**config.mk**
```make
export PLATFORM = sky130hd
export DESIGN_NAME = axi_rd_engine
export DESIGN_NICKNAME = d
export VERILOG_FILES = /design/src/verilog/axi_mem_pkg.sv /design/src/verilog/axi_rd_engine.sv
export SDC_FILE = /design/constraint.sdc
export NUM_CORES = 1
export LEC_CHECK = 0
export BUFFER_PORTS_ARGS = -buffer_cell sky130_fd_sc_hd__buf_2
export CORE_MARGIN = 1
export CORE_UTILIZATION = 40
export DETAILED_ROUTE_END_ITERATION = 10
export HOLD_SLACK_MARGIN = 0.06
export PLACE_DENSITY_LB_ADDON = 0.12
export SYNTH_ARGS = -nofsm -noshare
export SYNTH_HDL_FRONTEND = slang
export SYNTH_SLANG_ARGS = --single-unit
export TNS_END_PERCENT = 5
```
**constraint.sdc**
```tcl
create_clock -name clk_i -period 12.2 [get_ports clk_i]
set_input_delay 3.05 -clock clk_i [delete_from_list [all_inputs] [get_ports clk_i]]
set_output_delay 3.05 -clock clk_i [all_outputs]
set_load 0.1 [all_outputs]
```
**src/verilog/axi_mem_pkg.sv**
```systemverilog
`default_nettype none

package axi_mem_pkg;

  localparam int ID_BITS    = 4;
  localparam int LEN_BITS   = 8;  // a burst carries len + 1 beats.
  localparam int SIZE_BITS  = 3;
  localparam int BURST_BITS = 2;
  localparam int RESP_BITS  = 2;

  localparam logic [BURST_BITS-1:0] BURST_FIXED = 2'd0;  // every beat hits the same word.
  localparam logic [BURST_BITS-1:0] BURST_INCR  = 2'd1;
  localparam logic [BURST_BITS-1:0] BURST_WRAP  = 2'd2;  // always answered with SLVERR.

  localparam logic [RESP_BITS-1:0] RESP_OKAY   = 2'd0;
  localparam logic [RESP_BITS-1:0] RESP_SLVERR = 2'd2;

endpackage

`default_nettype wire
```
**src/verilog/axi_rd_engine.sv**
```systemverilog
`timescale 1ns/1ns
`default_nettype none

module axi_rd_engine #(
  parameter int DATA_WIDTH = 32,
  parameter int MEM_WORDS  = 256,
  localparam int ADDR_WIDTH = 32,
  localparam int INDEX_BITS = $clog2(MEM_WORDS)
) (
  input  logic                               clk_i,
  input  logic                               rst_i,
  input  logic [axi_mem_pkg::ID_BITS-1:0]    arid_i,
  input  logic [ADDR_WIDTH-1:0]              araddr_i,
  input  logic [axi_mem_pkg::LEN_BITS-1:0]   arlen_i,
  input  logic [axi_mem_pkg::SIZE_BITS-1:0]  arsize_i,
  input  logic [axi_mem_pkg::BURST_BITS-1:0] arburst_i,
  input  logic                               arvalid_i,
  output logic                               arready_o,
  output logic [axi_mem_pkg::ID_BITS-1:0]    rid_o,
  output logic [DATA_WIDTH-1:0]              rdata_o,
  output logic [axi_mem_pkg::RESP_BITS-1:0]  rresp_o,
  output logic                               rlast_o,
  output logic                               rvalid_o,
  input  logic                               rready_i,
  output logic                               req_o,
  input  logic                               gnt_i,
  output logic [INDEX_BITS-1:0]              index_o,
  input  logic [DATA_WIDTH-1:0]              mem_rdata_i
);

  import axi_mem_pkg::*;

  localparam int OFFSET_BITS = $clog2(DATA_WIDTH / 8);
  localparam int WORD_BITS   = ADDR_WIDTH - OFFSET_BITS;
  localparam logic [SIZE_BITS-1:0] SIZE_FULL = SIZE_BITS'(OFFSET_BITS);

  localparam logic ST_IDLE = 1'b0;
  localparam logic ST_BUSY = 1'b1;

  logic                  state_q;
  logic                  state_d;
  logic                  arready_q;
  logic [ID_BITS-1:0]    id_q;
  logic [WORD_BITS-1:0]  word_q;
  logic [LEN_BITS:0]     left_q;       // beats not yet issued.
  logic                  fixed_q;
  logic                  bad_burst_q;
  logic                  pend_q;       // a beat lands in the buffer this cycle.
  logic                  pend_err_q;
  logic                  pend_last_q;
  logic [DATA_WIDTH-1:0] buf_data_q [2];
  logic [1:0]            buf_err_q;
  logic [1:0]            buf_last_q;
  logic                  wr_ptr_q;
  logic                  rd_ptr_q;
  logic [1:0]            fill_q;
  logic [1:0]            used;
  logic                  ar_fire;
  logic                  r_fire;
  logic                  beat_bad;
  logic                  can_issue;
  logic                  issue;

  assign ar_fire   = arvalid_i & arready_q;
  assign r_fire    = rvalid_o & rready_i;
  assign beat_bad  = bad_burst_q | (word_q >= WORD_BITS'(MEM_WORDS));
  assign used      = fill_q + {1'b0, pend_q};  // in flight counts against buffer space.
  assign can_issue = (state_q == ST_BUSY) & (left_q != '0) & ((used < 2'd2) | r_fire);
  assign req_o     = can_issue & ~beat_bad;
  assign issue     = can_issue & (beat_bad | gnt_i);
  assign index_o   = word_q[INDEX_BITS-1:0];

  assign arready_o = arready_q;
  assign rvalid_o  = (fill_q != 2'd0);
  assign rid_o     = id_q;
  assign rdata_o   = buf_data_q[rd_ptr_q];
  assign rresp_o   = buf_err_q[rd_ptr_q] ? RESP_SLVERR : RESP_OKAY;
  assign rlast_o   = buf_last_q[rd_ptr_q];

  always_comb begin
    state_d = state_q;
    if (state_q == ST_IDLE && ar_fire) begin
      state_d = ST_BUSY;
    end else if (state_q == ST_BUSY && r_fire && rlast_o) begin
      state_d = ST_IDLE;
    end
  end

  always_ff @(posedge clk_i) begin
    if (rst_i) begin
      state_q   <= ST_IDLE;
      arready_q <= 1'b0;
      left_q    <= '0;
      pend_q    <= 1'b0;
      wr_ptr_q  <= 1'b0;
      rd_ptr_q  <= 1'b0;
      fill_q    <= 2'd0;
    end else begin
      state_q   <= state_d;
      arready_q <= (state_d == ST_IDLE);
      pend_q    <= issue;
      if (ar_fire) begin
        left_q <= {1'b0, arlen_i} + 1'b1;
      end else if (issue) begin
        left_q <= left_q - 1'b1;
      end
      if (pend_q) begin
        wr_ptr_q <= ~wr_ptr_q;
      end
      if (r_fire) begin
        rd_ptr_q <= ~rd_ptr_q;
      end
      fill_q <= fill_q + {1'b0, pend_q} - {1'b0, r_fire};
    end
  end

  always_ff @(posedge clk_i) begin
    if (ar_fire) begin
      id_q        <= arid_i;
      word_q      <= araddr_i[ADDR_WIDTH-1:OFFSET_BITS];
      fixed_q     <= (arburst_i == BURST_FIXED);
      bad_burst_q <= !(arburst_i inside {BURST_FIXED, BURST_INCR}) ||
                     (arsize_i != SIZE_FULL);
    end else if (issue && !fixed_q) begin
      word_q <= word_q + 1'b1;
    end
    if (issue) begin
      pend_err_q  <= beat_bad;
      pend_last_q <= (left_q == {{LEN_BITS{1'b0}}, 1'b1});
    end
    if (pend_q) begin
      buf_data_q[wr_ptr_q] <= pend_err_q ? '0 : mem_rdata_i;  // bank word from last cycle's grant.
      buf_err_q[wr_ptr_q]  <= pend_err_q;
      buf_last_q[wr_ptr_q] <= pend_last_q;
    end
  end

endmodule

`default_nettype wire

```
==> reports/qor.txt, run 1 <==
slowest stage delay, CP = 440 ps
max-cap violation count = 0
#FFs+latches synth = 123
main combinational cell family by area after synthesis = simple AND/OR/NAND/NOR gates
Top FF cell, synth = edfxtp_1
Tot GR Track Use = 0.166
mean routed wirelength per cell = 14.9 µm
worst slack, placed = 4810 ps
ratio of cells with drive above 1 in the final layout = 0.353
Worst-path clk slew = 50 ps
diode count = 0
Via Count = 4043
largest net degree at the start of global routing = 72
number of flops mapped to enable cells by yosys = 106
Arr. time, crit path = 4310 ps
Max Clock Freq = 136 MHz
crit share post-route = 0.604
Yosys top cell area share = 0.542
first-pass GRT wire length = 19000 µm
synth top area cells = edfxtp_1, mux2_2, dfxtp_1
Non-Filler Instances = 800
cell with the most instances after synthesis = edfxtp_1
Syn Nets = 572
PwrDens = 195 nW/µm²
Sum Neg Setup Slack = 0 ps
status = finished, final reports clean
CTS tree = done
Final Critical Period = 7360 ps
Routed Antenna Nets = 0
std cell rows = 43
Post-CTS Setup Inserts = 0
final WL = 11900 µm
Synth Area per Inst = 12.3 µm²
Synth Cell Area = 5870 µm²
XOR/XNOR Fraction of Synth Area = 0.0567
relative slew slack = 0.254
TritonRoute pass-1 iters = 4
DP HPWL = 7890 µm
post-synthesis compound-gate area fraction = 0.0612
leading area contributor after synthesis = edfxtp_1
final worst slack = 4840 ps
Worst-Skew Late Latency = 410 ps
commonest cells in the synthesized netlist = edfxtp_1, nand2_1, mux2_2, nor2b_1, o21ai_0
Synth Area in Adders = 0.0149
clock root cell = clkbuf_16
NumNets Final = 700
Cell variety after synth = 53
Hold WC Path Type = flip-flop to flip-flop
antenna violations before repair = 1
Routability Congestion = 0.782
worst-path cell chain = buf_2 > nand2_1 > a221oi_2 > nand2_1 > nor2_1 > buf_2
chip width = 123 µm
I/O Buffers = 132
die area = 15200 µm²
CTS Buf Count = 17
Pleak = 2.66 nW
Ports = 136
initial DRC count = 223
RSZ-0062 raised after global routing = no
Post-Syn Instances = 479
grt ovf = 0
Post-Synth Simple-Gate Area = 0.168
data required time of the worst path = 9150 ps
Worst setup SP type = primary input
clk sinks = 123
CTS Hold Bufs = 0
Ys Warns = 0
Final setup violation count = 0
Vias/cell = 5.05
final hold slack = 440 ps
core area = 14100 µm²
Area Overhead vs Synth = 22.6%
asr flop ratio synth = 0
Max Clock Skew = 8.24 ps
Bufs on Longest Clock Path = 2
mux cell area share after synthesis = 0.0652
Residual DRC = 0
htree depth = 4
PostCTS Resize Cnt = 0
sequential share of the synthesized area = 0.600
critical path class = primary input to output port
DP Cell Count = 768
Crit. End Element = output port
Initial Util = 0.416
chip height = 123 µm
Hold Vio Cnt, Final = 0
Slowest cell on crit path = buf_2
Critical Path Fanout Max = 4
vias in the first global route = 3980
Slew Limit Fails = 0
worst slew pin tran = 1110 ps
VDD IR max = 0.0000923 V
-- critical path, delay by kind of cell --
family / cells / cell delay (ps)
AOI/OAI and AO/OA: 1 / 430
buffers and inverters: 2 / 540
and+or+nand+nor: 3 / 290
-- area by class of cell --
class,instances,area [µm²]
well taps,180,225
inverters,16,60.1
clock buffers,24,492
clock inverters,8,46.3
fillers,1278,6900
repair buffers,135,683
flip-flops and latches,123,3520
multi-input cells,314,2170
-- placed cells by master (no fill, tap or decap), drive strengths merged, types with 2 or more instances in the layout --
cell      instances
nor4              8
and4              4
a21oi             3
o31ai             4
or4b              2
dfxtp            17
clkbuf           24
nand4            15
nand2            50
and2              5
nand3            13
nor2             22
buf             135
a31oi             4
edfxtp          106
o211ai            3
mux2             34
nor2b            34
o21ai            33
or3               2
ha                7
or2               5
clkinvlp          3
inv              16
or4               4
and3              5
xnor2            12
xor2             26
clkinv            5
nor3              5
-- power breakdown --
group	internal, W	total (W)	switching, W	leakage [nW]
logic	0.000103	0.000437	0.000333	1.28
registers	0.000491	0.000514	0.0000236	1.12
clock network	0.000278	0.000453	0.000175	0.259
-- path summary, 6_finish.rpt --
kind	startpoint	to	slack, ps	depth (start not counted)
worst max-delay path	rready_i	req_o	4840	6
worst min-delay path	pend_last_q	buf_last_q[1]	440	0
worst max register to register	left_q[0]	word_q[24]	9620	8
worst min register to register	pend_last_q	buf_last_q[1]	440	0
-- layer usage --
| layer | GRT usage | share of wire |
|---|---|---|
| met1 | 0.191 | 0.43 |
| met2 | 0.282 | 0.48 |
| met3 | 0.0452 | 0.060 |
| met4 | 0.0873 | 0.022 |
| met5 | 0 | 0 |
-- metrics by stage --
stage	utilization	cell area, µm²	total power [W]
after floorplan	-	5870	0.000890
after CTS	0.511	7200	0.00142
after global routing	0.511	7200	0.00146
after detailed placement	0.472	6660	0.000961
final	0.511	7200	0.00140
after global placement	0.472	6660	0.000957
-- flip-flops by register name, summed over array words and instances, names as in the netlist, 2 cells and up, named ones only --
signal / cells
buf_data_q: 64
buf_err_q: 2
buf_last_q: 2
fill_q: 2
left_q: 9
rid_o: 4
word_q: 30
-- cell families after synthesis --
| logic type | count (synthesis) |
|---|---|
| and+or+nand+nor | 177 |
| xor gates and xnor gates | 38 |
| DFF | 123 |
| buffers and inverters | 42 |
| AOI/OAI and AO/OA | 57 |
| other | 1 |
| muxes | 34 |
| adders and majority gates | 7 |
Note: power is estimated with default switching activity, not from simulation.
==> run 2: changes to the inputs <==
==> constraint.sdc (replaced) <==
create_clock -name clk_i -period 7.66 [get_ports clk_i]
set_input_delay 1.915 -clock clk_i [delete_from_list [all_inputs] [get_ports clk_i]]
set_output_delay 1.915 -clock clk_i [all_outputs]
set_load 0.1 [all_outputs]
==> run 2 against run 1 <==
  * Flip-flop and latch count unchanged
  * Worst hold slack got worse by 1.4 ps
  * Critical path depth did not move
  * Highest routed layer unchanged
  * Design area up 0.28%
  * Critical endpoint unchanged
  * Sequential power rose by 59%
==> reports/qor.txt, run 2 (same netlist as run 1, synthesis figures left out) <==
grt ovf = 0
CTS Buf Count = 17
diode count = 0
Ports = 136
initial DRC count = 245
Crit. End Element = output port
Pleak = 2.68 nW
Hold WC Path Type = flip-flop to flip-flop
first-pass GRT wire length = 18800 µm
ratio of cells with drive above 1 in the final layout = 0.355
Final setup violation count = 0
Bufs on Longest Clock Path = 2
met1 Usage GRT = 0.197
Switching Fraction = 0.376
PostCTS Resize Cnt = 0
Final Util = 0.512
Hold Vio Cnt, Final = 0
Clock power frac = 0.332
met3 usage = 0.0457
clk sinks = 123
Max Clock Skew = 8.52 ps
PwrDens = 314 nW/µm²
Worst-path clk slew = 50 ps
crit share post-route = 0.664
Int Pwr = 0.00142 W
Area Overhead vs Synth = 23.0%
vias in the first global route = 3998
VDD IR max = 0.000139 V
Residual DRC = 0
most frequent cells in the layout = buf_2, edfxtp_1, nand2_1
Largest register FFs = 64
chip width = 123 µm
Top reg by flops = buf_data_q
critical path class = primary input to output port
Non-Filler Instances = 800
TritonRoute pass-1 iters = 4
mean routed wirelength per cell = 15.0 µm
CTS Hold Bufs = 0
Post-CTS Setup Inserts = 0
Critical Path Fanout Max = 4
final worst slack = 2570 ps
Worst R2R End = word_q[25]
status = finished, final reports clean
NumNets Final = 700
r2r setup slk = 5060 ps
portion of total power attributed to sequential cells = 0.361
Arr. time, crit path = 3170 ps
chip height = 123 µm
Via Count = 4043
final hold slack = 439 ps
Crit path max-delay family = buffers and inverters
final WL = 12000 µm
worst slack, placed = 2550 ps
biggest regs = buf_data_q x64, word_q x30, left_q x9
met2 Use GR = 0.275
gr busiest metal = met2
antenna violations before repair = 0
Routability Congestion = 0.773
Worst R2R Path Depth = 8
Vias/cell = 5.05
number of cells on the critical path = 6
relative slew slack = 0.271
commonest non-fill, non-tap cell in the layout = buf_2
CTS tree = done
Tot GR Track Use = 0.166
clock root cell = clkbuf_16
CP Buf/Inv Count = 2
worst-path cell chain = buf_2 > nand2_1 > a221oi_2 > nand2_1 > nor2_1 > buf_2
power share of the combinational group = 0.307
Routed Antenna Nets = 0
Crit Reg-Reg Startpoint = left_q[0]
Worst-Skew Late Latency = 420 ps
worst slew pin tran = 1080 ps
Final Critical Period = 5090 ps
DP Cell Count = 768
slowest stage delay, CP = 440 ps
Worst setup SP type = primary input
I/O Buffers = 132
Sum Neg Setup Slack = 0 ps
Max Clock Freq = 197 MHz
Slowest cell on crit path = buf_2
Slew Limit Fails = 0
CP Capture Point = req_o
max-cap violation count = 0
die area = 15200 µm²
data required time of the worst path = 5750 ps
largest net degree at the start of global routing = 72
std cell rows = 43
RSZ-0062 raised after global routing = no
core area = 14100 µm²
htree depth = 4
CP startpoint = rready_i
Initial Util = 0.416
NetSw = 0.000852 W
DP HPWL = 7960 µm
==> run 2: changes by cell type in the layout (fill, tap and decap cells not counted), sizes merged <==
cell      previous run  this run
clkinv               5        13
clkbuf              24        17
clkinvlp             3         0
bufinv               0         2
==> run 2: metrics by stage <==
stage               power (W)  cell area, µm²
floorplan             0.00142            5870
global placement      0.00152            6660
detailed placement    0.00153            6660
CTS                   0.00229            7220
global route          0.00236            7220
finish                0.00227            7220
==> run 2: per-layer routing <==
metal	share of wire	wire length, µm
met2	0.49	5940
met5	0	0
met3	0.058	703
met1	0.43	5230
met4	0.014	165
==> run 2: worst min-delay path by stage <==
| stage | startpoint | to | slack (ps) | cells past startpoint |
|---|---|---|---|---|
| 6_report | pend_last_q | buf_last_q[1] | 440 | 0 |
| 5_1_grt | pend_last_q | buf_last_q[1] | 450 | 0 |
| 4_1_cts | pend_last_q | buf_last_q[1] | 450 | 0 |
| 3_5_place_dp | pend_last_q | buf_last_q[1] | 430 | 0 |
| 3_3_place_gp | pend_last_q | buf_last_q[0] | 420 | 0 |
| 2_1_floorplan | pend_last_q | buf_last_q[0] | 420 | 0 |
==> run 2: layout make-up <==
type	instances	area, µm²
inverters	16	60.1
repair buffers	135	683
well taps	180	225
fillers	1302	6880
clock buffers	17	425
clock inverters	15	133
multi-input cells	314	2170
flip-flops and latches	123	3520
==> run 2: power by group through the flow <==
stage                     sequential (W)  clock, W  combinational (W)
after floorplan                 0.000833         0           0.000585
after global placement          0.000829         0           0.000695
after detailed placement        0.000831         0           0.000700
after CTS                       0.000818  0.000769           0.000703
after global routing            0.000824  0.000798           0.000735
final                           0.000818  0.000754           0.000697
