**src/verilog/mem_port_arbiter.sv**
```systemverilog
`timescale 1ns/1ns
`default_nettype none

module mem_port_arbiter #(
  parameter int DATA_WIDTH = 32,
  parameter int MEM_WORDS  = 256,
  localparam int INDEX_BITS = $clog2(MEM_WORDS)
) (
  input  logic                    clk_i,
  input  logic                    rst_i,
  input  logic                    wr_req_i,
  input  logic [INDEX_BITS-1:0]   wr_index_i,
  input  logic [DATA_WIDTH-1:0]   wr_data_i,
  input  logic [DATA_WIDTH/8-1:0] wr_strb_i,
  input  logic                    rd_req_i,
  input  logic [INDEX_BITS-1:0]   rd_index_i,
  output logic                    wr_gnt_o,
  output logic                    rd_gnt_o,
  output logic                    cs_o,
  output logic                    we_o,
  output logic [INDEX_BITS-1:0]   index_o,
  output logic [DATA_WIDTH-1:0]   wdata_o,
  output logic [DATA_WIDTH/8-1:0] strb_o
);

  logic last_wr_q;  // the write engine held the port last.

  // on a tie the engine that waited last time wins.
  assign wr_gnt_o = wr_req_i & (~rd_req_i | ~last_wr_q);
  assign rd_gnt_o = rd_req_i & ~wr_gnt_o;

  assign cs_o    = wr_gnt_o | rd_gnt_o;
  assign we_o    = wr_gnt_o;
  assign index_o = wr_gnt_o ? wr_index_i : rd_index_i;
  assign wdata_o = wr_data_i;
  assign strb_o  = wr_gnt_o ? wr_strb_i : '0;

  always_ff @(posedge clk_i) begin
    if (rst_i) begin
      last_wr_q <= 1'b0;
    end else if (wr_gnt_o) begin
      last_wr_q <= 1'b1;
    end else if (rd_gnt_o) begin
      last_wr_q <= 1'b0;
    end
  end

endmodule

`default_nettype wire

```
**config.mk**
```make
export PLATFORM = sky130hd
export DESIGN_NAME = mem_port_arbiter
export DESIGN_NICKNAME = d
export VERILOG_FILES = /design/src/verilog/mem_port_arbiter.sv
export SDC_FILE = /design/constraint.sdc
export NUM_CORES = 1
export LEC_CHECK = 0
export ABC_AREA = 1
export BUFFER_PORTS_ARGS = -buffer_cell sky130_fd_sc_hd__buf_2
export CAP_MARGIN = 20
export CORE_UTILIZATION = 26
export DETAILED_ROUTE_END_ITERATION = 12
export PLACE_DENSITY = 0.84
export RECOVER_POWER = 50
export SYNTH_ARGS = -nofsm -noshare
export SYNTH_HDL_FRONTEND = slang
export SYNTH_SLANG_ARGS = --single-unit
```
**constraint.sdc**
```tcl
create_clock -name clk_i -period 1.7 [get_ports clk_i]
set_input_delay 0.17 -clock clk_i [delete_from_list [all_inputs] [get_ports clk_i]]
set_output_delay 0.17 -clock clk_i [all_outputs]
set_load 0.02 [all_outputs]
```
==> flow_summary.ini, run 1 <==
[sta]
fin_tns_setup_ns = 0
tightestPinTransition_ns = 0.222
fmax_mhz = 879
skew_ns = 0
slew_violations = 0
period_minus_slack_ns = 1.14
setup_viol = 0
holdWs_ns = 0.340
rsz0062_at_grt = false
timing.final.crit_share_pct = 66.9
max_slew_margin_pct = 85.2
timing.final.hold_violations = 0

[flow_run]
maxCapViolCount = 0

[floorplan]
ios = 104
die_area_um2 = 2160
rows = 15
core_region_area_um2 = 1780
die_h_um = 46.5
start_util_pct = 28.8
dieWidth_um = 46.5

[cells_and_area]
antenna_cells = 0
regMostFlops = last_wr_q
largest_reg_flops = 1
top_regs = last_wr_q x1
final_nets = 140
area_growth_pct = -10.2
fin_area_um2 = 462
drive_above_1_share_pct = 65.9

[logic_synthesis]
netlist_area_um2 = 514
synth_area_leaders = buf_4 (48%), nand2_2 (15%), nand3_1 (7.8%)
synth_top_area_share_pct = 48.2
ys_ff_latch = 1
syn_nets = 134
avgSynthCellArea_um2 = 6.59
yosys.area.top_type = buf_4
yosysUniqueCellTypes = 11
ys_warn_count = 0
syn_inst = 78
ys_seq_area_share_pct = 3.89

[global_routing]
groute.usage.overall_pct = 9.57
grt_max_degree = 14
top_usage_layer = met2
grt_pass1_wl_um = 1550
grtUsageMet1_pct = 8.76
grt_antenna_before_repair = 0
grt_use_met3_pct = 1.57
grt_pass1_vias = 371
gr-total-overflow = 0
grtUsageMet2_pct = 21.7

[drt]
drt_first_iter_violations = 0
vias = 435
post-route-drc-count = 0
routed_wl_um = 1200
wl_per_cell_um = 11.2
vias_per_cell = 4.07
ant_nets = 0
first_pass_iters = 1

[clock_network]
clk_pin_slew_worst_paths_ns = 0
clk_latency_ns = 0
post_cts_buffers = 0
cts_resized = 0
cts_hold_buf = 0

[placement]
placed_cell_area_um2 = 462
gp_congestion = 0.652
place_hpwl_um = 1090
numPortBuffers = 39

[power]
power.total_uw = 177
p_per_area_nw_per_um2 = 384
vdd_drop_max_mv = 0.164
p_leak_uw = 0.000310

[min_path]
hp-class = input pin to output pin
worstHoldStart = wr_data_i[0]

[critical_path]
critPathKind = register to output pin
r2r-start = last_wr_q
cp.buffers_inverters = 2
cp-start-kind = register
endpoint_kind = output pin
path_cells = nand2_4, nand2_4, inv_1, nor2_1, buf_2
timing.critical_path.required_ns = 1.53
path_max_fanout = 13
cpMostUsedCell = nand2_4
cp_top_family = simple AND/OR/NAND/NOR gates
slowest_stage = dfxtp_1
crit_start = last_wr_q
cp.arrival_ns = 0.97
max_stage_delay_ns = 0.35

[run_status]
status = completed
synth_stat cells:
cell,instances
buf_12,1
buf_4,33
buf_6,1
dfxtp_1,1
inv_1,7
nand2_1,5
nand2_2,12
nand2_4,2
nand3_1,8
nor2_1,7
or2_2,1
metal layers:
metal | part of all wire (%) | vias to the layer above
met2 | 53 | 50
met1 | 32 | 176
li1 | - | 209
met5 | 0 | -
met3 | 15 | 0
met4 | 0 | 0
cell families after synthesis:
| family | synth area share, % |
|---|---|
| buffers and inverters | 59.4 |
| AND/OR/NAND/NOR | 36.7 |
| flip-flops | 3.89 |
worst reg2reg max path, cell delays in order (launching register included):
cell and delay (ns):
dfxtp_1 0.35, nand2_4 0.11, nand2_1 0.07, nor2_1 0.03
power by group:
group          switching, uW  internal [uW]  total [uW]  leakage, uW
clock                      0              0           0            0
sequential              1.81           25.9        27.7   0.00000835
combinational           92.0           57.5         150     0.000302
total                   93.9           83.5         177     0.000310
per-stage QoR:
step	cells	utilization [%]	worst slack [ns]
final	107	25.9	0.563
after global routing	107	25.9	0.457
after CTS	107	25.9	0.565
after detailed placement	107	25.9	0.569
after global placement	107	25.9	0.599
after floorplan	78	-	0.570
cells in the final DEF, fill, tap and decap left out:
cell type	instances
or2_2	1
nand2_4	2
nand2_1	5
buf_2	39
inv_1	7
dfxtp_1	1
nor2_1	7
nand3_1	8
nand2_2	12
area by class of cell:
cell class,instances,area (um2)
fill,198,1320
inverter,7,26.3
multi-input combinational,35,189
sequential,1,20.0
tap,25,31.3
timing repair buffer,39,195
final timing paths:
kind                      to  slack [ns]  cells past startpoint
setup reg to reg   last_wr_q        1.02                      3
setup / recovery    rd_gnt_o        0.56                      5
hold / removal    wdata_o[0]        0.34                      0
hold reg to reg    last_wr_q        0.52                      2
(Power assumes the default switching activity.)
==> run 2, diff against run 1 <==
--- a/config.mk
+++ b/config.mk
@@ -8,9 +8,9 @@
 export ABC_AREA = 1
 export BUFFER_PORTS_ARGS = -buffer_cell sky130_fd_sc_hd__buf_2
 export CAP_MARGIN = 20
-export CORE_UTILIZATION = 26
+export CORE_UTILIZATION = 24
 export DETAILED_ROUTE_END_ITERATION = 12
-export PLACE_DENSITY = 0.84
+export PLACE_DENSITY = 0.79
 export RECOVER_POWER = 50
 export SYNTH_ARGS = -nofsm -noshare
 export SYNTH_HDL_FRONTEND = slang
==> constraint.sdc (replaced) <==
create_clock -name clk_i -period 1.18 [get_ports clk_i]
set_input_delay 0.118 -clock clk_i [delete_from_list [all_inputs] [get_ports clk_i]]
set_output_delay 0.118 -clock clk_i [all_outputs]
set_load 0.02 [all_outputs]
==> run 2 against run 1 <==
Cell count is 1.9% higher. Routed wire length is 3.8% lower. Sequential share of layout area decreased by 0.10 points. Critical path type unchanged. Register-to-register slack got worse by 0.55 ns. Sequential power up 44%. Largest cell class is now multi-input gates. Largest power group unchanged. Clock skew unchanged. Critical endpoint unchanged.
==> flow_summary.ini, run 2 (synthesis results as in run 1) <==
[run_status]
status = completed

[critical_path]
slowest_stage = dfxtp_1
cp.buffers_inverters = 2
path_cells = nand2_4, nand2_8, inv_1, nor2_1, buf_2
max_stage_delay_ns = 0.35
cp-start-kind = register
critPathKind = register to output pin
cp.arrival_ns = 0.93
endpoint_kind = output pin
cp_top_family = flip-flops
path_max_fanout = 13
timing.critical_path.required_ns = 1.06

[sta]
setup_viol = 0
skew_ns = 0
timing.final.hold_violations = 0
max_slew_margin_pct = 82.8
fin_tns_setup_ns = 0
slew_violations = 0
period_minus_slack_ns = 1.05
tightestPinTransition_ns = 0.258
timing.final.crit_share_pct = 88.7
rsz0062_at_grt = false
fmax_mhz = 956

[global_routing]
grt_antenna_before_repair = 0
groute.usage.overall_pct = 9.33
grt_pass1_wl_um = 1550
grt_max_degree = 14
gr-total-overflow = 0
grt_pass1_vias = 392

[clock_network]
clk_pin_slew_worst_paths_ns = 0
post_cts_buffers = 0
cts_resized = 0
cts_hold_buf = 0
clk_latency_ns = 0

[drt]
vias_per_cell = 3.91
first_pass_iters = 3
vias = 426
routed_wl_um = 1160
ant_nets = 0
drt_first_iter_violations = 4
wl_per_cell_um = 10.6
post-route-drc-count = 0

[placement]
dp.cells = 109
gp_congestion = 0.653
numPortBuffers = 39
place_hpwl_um = 997

[flow_run]
maxCapViolCount = 0

[power]
p_seq_share_pct = 15.5
p_sw_share_pct = 52.7
comb_power_share_pct = 84.5
p_sw_uw = 136
power.total_uw = 258
clkPwrFrac_pct = 0
p_per_area_nw_per_um2 = 546
internal-power_uw = 122
vdd_drop_max_mv = 0.193
p_leak_uw = 0.000310

[floorplan]
rows = 16
dieWidth_um = 48.3
start_util_pct = 25.9
die_area_um2 = 2330
ios = 104
die_h_um = 48.3
core_region_area_um2 = 1980

[min_path]
hp-class = input pin to output pin

[cells_and_area]
largest_reg_flops = 1
regMostFlops = last_wr_q
top_regs = last_wr_q x1
final_nets = 140
antenna_cells = 0
finalNonFillerCells = 109
final_cell_mix = buf_2 (39), nand2_2 (12), nand3_1 (8), inv_1 (7), nor2_1 (7)
drive_above_1_share_pct = 65.9
final_common_cell = buf_2
area_growth_pct = -8.03
-- run 2: cell types whose count changed in the layout (fill, tap and decap cells not counted) --
| cell | previous run | this run |
|---|---|---|
| nand2_4 | 2 | 1 |
| nand2_8 | 0 | 1 |
-- run 2: path summary, 6_finish.rpt --
check / startpoint / endpoint / slack (ns) / cells after the start
max: last_wr_q / rd_gnt_o / 0.13 / 5
min: wr_data_i[17] / wdata_o[17] / 0.24 / 0
max reg2reg: last_wr_q / last_wr_q / 0.47 / 3
min reg2reg: last_wr_q / last_wr_q / 0.52 / 2
-- run 2: through the flow --
| stage | worst slack, ns | util, % | instance area [um2] | hold WS, ns |
|---|---|---|---|---|
| after floorplan | 0.102 | - | 514 | 0.263 |
| after global placement | 0.112 | 23.4 | 464 | 0.236 |
| after detailed placement | 0.0764 | 23.4 | 464 | 0.236 |
| after CTS | 0.0693 | 23.4 | 464 | 0.236 |
| after global routing | 0.0408 | 23.9 | 473 | 0.236 |
| final | 0.133 | 23.9 | 473 | 0.236 |
-- run 2: per-layer routing --
metal / vias to the layer above / track usage (%) / share of wire, %
met5: - / 0 / 0
met3: 6 / 1.48 / 17
met2: 45 / 21.3 / 49
met1: 166 / 7.71 / 34
met4: 0 / 2.22 / 1.2
li1: 209 / - / -
-- run 2: power by group through the flow --
stage / clock (uW) / combinational [uW] / sequential (uW)
floorplan: 0 / 301 / 39.6
global placement: 0 / 216 / 39.6
detailed placement: 0 / 216 / 39.9
CTS: 0 / 217 / 39.9
global route: 0 / 242 / 40.1
finish: 0 / 218 / 40.0
-- run 2: final cells by class --
type / instances / area (um2)
fill: 236 / 1510
multi-input combinational: 35 / 198
timing repair buffer: 39 / 195
tap: 27 / 33.8
inverter: 7 / 26.3
sequential: 1 / 20.0
==> run 3, diff against run 2 <==
--- a/config.mk
+++ b/config.mk
@@ -5,12 +5,11 @@
 export SDC_FILE = /design/constraint.sdc
 export NUM_CORES = 1
 export LEC_CHECK = 0
-export ABC_AREA = 1
 export BUFFER_PORTS_ARGS = -buffer_cell sky130_fd_sc_hd__buf_2
 export CAP_MARGIN = 20
-export CORE_UTILIZATION = 24
+export CORE_UTILIZATION = 23
 export DETAILED_ROUTE_END_ITERATION = 12
-export PLACE_DENSITY = 0.79
+export PLACE_DENSITY = 0.8
 export RECOVER_POWER = 50
 export SYNTH_ARGS = -nofsm -noshare
 export SYNTH_HDL_FRONTEND = slang
==> run 3 against run 2 <==
The run now ends with setup timing left. Synthesized cell count shrank 32%. Global-route usage shrank 2.0 points. Die area shrank 5.8%. Sequential cell count is the same. First-iteration DRC count shrank 100%. Design area grew 6.3%. Sequential share of layout area is essentially flat. Cell count shrank 21%. Utilization grew 4.1 points. Critical path type unchanged.
==> flow_summary.ini, run 3 <==
[global_routing]
grt_pass1_vias = 318
grt_antenna_before_repair = 0
groute.usage.overall_pct = 7.30
grt_pass1_wl_um = 1170
grt_max_degree = 10
gr-total-overflow = 0

[cells_and_area]
top_regs = last_wr_q x1
area_growth_pct = 8.65
final_common_cell = buf_2
finish.utilization_pct = 27.9
regMostFlops = last_wr_q
final_cell_mix = buf_2 (32), and2_1 (5), mux2_4 (5), buf_6 (5), buf_4 (4)
largest_reg_flops = 1
final_nets = 119
drive_above_1_share_pct = 86.9
antenna_cells = 0

[drt]
vias = 360
routed_wl_um = 932
ant_nets = 0
wl_per_cell_um = 10.8
post-route-drc-count = 0
drt_first_iter_violations = 0
first_pass_iters = 1
vias_per_cell = 4.19

[critical_path]
endpoint_kind = output pin
worst-r2r-cell-count = 3
timing.critical_path.required_ns = 1.06
reg2reg_slack_ns = 0.33
cp.depth = 4
slowest_stage = mux2_2
path_max_fanout = 9
cp.arrival_ns = 1.08
cp-start-kind = register
max_stage_delay_ns = 0.33
critPathKind = register to output pin
path_cells = a21boi_4, buf_12, mux2_2, buf_2
cp.buffers_inverters = 2
cp_top_family = multiplexers

[logic_synthesis]
avgSynthCellArea_um2 = 8.73
synthFlopType = dfxtp_1
synthArstFlopShare_pct = 0
ys_warn_count = 0
yosysUniqueCellTypes = 11
synth_edf_count = 0
synthTopCellsByCount = buf_4 (33), and2_1 (5), mux2_4 (5), mux2_2 (3)
ys_seq_area_share_pct = 4.32
yosys.area.top_type = buf_4
netlist_area_um2 = 463
synthMostInstantiatedCell = buf_4
ys_ff_latch = 1
synth_top_area_share_pct = 53.5
synth_area_leaders = buf_4 (54%), mux2_4 (16%), mux2_2 (7.3%)
syn_inst = 53
syn_nets = 109

[placement]
place_hpwl_um = 842
gp_congestion = 0.697
numPortBuffers = 39

[floorplan]
rows = 15
ios = 104
die_area_um2 = 2200
die_h_um = 46.9
core_region_area_um2 = 1800
start_util_pct = 25.7
dieWidth_um = 46.9

[sta]
fmax_mhz = 835
skew_ns = 0
period_minus_slack_ns = 1.20
max_slew_margin_pct = 91.5
timing.final.hold_violations = 0
setup_viol = 3
fin_tns_setup_ns = -0.0370
setup_slack_ns = -0.0180
timing.final.crit_share_pct = 102
slew_violations = 0
rsz0062_at_grt = true
tightestPinTransition_ns = 0.127

[run_status]
failed_checks = setup timing
status = finished, violations left

[flow_run]
maxCapViolCount = 0

[power]
p_per_area_nw_per_um2 = 550
power.total_uw = 277
p_leak_uw = 0.000280
vdd_drop_max_mv = 0.243

[clock_network]
cts_hold_buf = 0
clk_latency_ns = 0
clk_pin_slew_worst_paths_ns = 0

[min_path]
hp-class = input pin to output pin
min_path_cells = 0
[run 3: report_power, final]
group	switching, uW	leakage, uW	internal (uW)	total [uW]
registers	2.34	0.00000860	37.6	40.0
logic	106	0.000272	131	237
clock network	0	0	0	0
total	108	0.000280	169	277
[run 3: logic make-up (layout without fill, tap and decap cells)]
group,after synthesis,in the layout,synth area share [%]
flip-flops,1,1,4.32
AO/OA/AOI/OAI,2,2,5.13
AND/OR/NAND/NOR,8,8,11.1
buffers and inverters,34,42,55.9
multiplexers,8,8,23.5
[run 3: through the flow]
step	cell area, um2	setup WS [ns]	instances	hold slack, ns
after CTS	472	-0.0377	86	0.236
after floorplan	463	0.0374	53	0.187
after detailed placement	458	-0.0523	85	0.236
after global placement	458	-0.0290	85	0.236
final	503	-0.0180	86	0.236
after global routing	503	-0.0514	86	0.236
[run 3: final cells by class]
| cell class | instances | area, um2 |
|---|---|---|
| Multi-Input combinational cell | 18 | 184 |
| Tap cell | 25 | 31.3 |
| Timing Repair Buffer | 42 | 267 |
| Sequential cell | 1 | 21.3 |
| Fill cell | 208 | 1300 |
[run 3: final timing paths]
kind,startpoint,end
worst max register to register,last_wr_q,last_wr_q
worst min-delay path,wr_data_i[10],wdata_o[10]
worst max-delay path,last_wr_q,index_o[7]
worst min register to register,last_wr_q,last_wr_q
[run 3: per-layer routing]
metal	up-vias	part of all wire, %	routed length, um	GRT usage, %
met5	-	0	0	0
met1	162	27	248	4.33
met3	2	20	186	1.92
met2	44	53	492	18.3
met4	0	0.54	5	1.71
li1	152	-	-	-
[run 3: what timing repair did]
item / CTS / global route
endpoints found under the hold margin: 0 / 0
endpoints found under the setup margin: 8 / 11
buffers inserted: 1 / 0
cloned: 0 / 0
resized for setup: 2 / 11
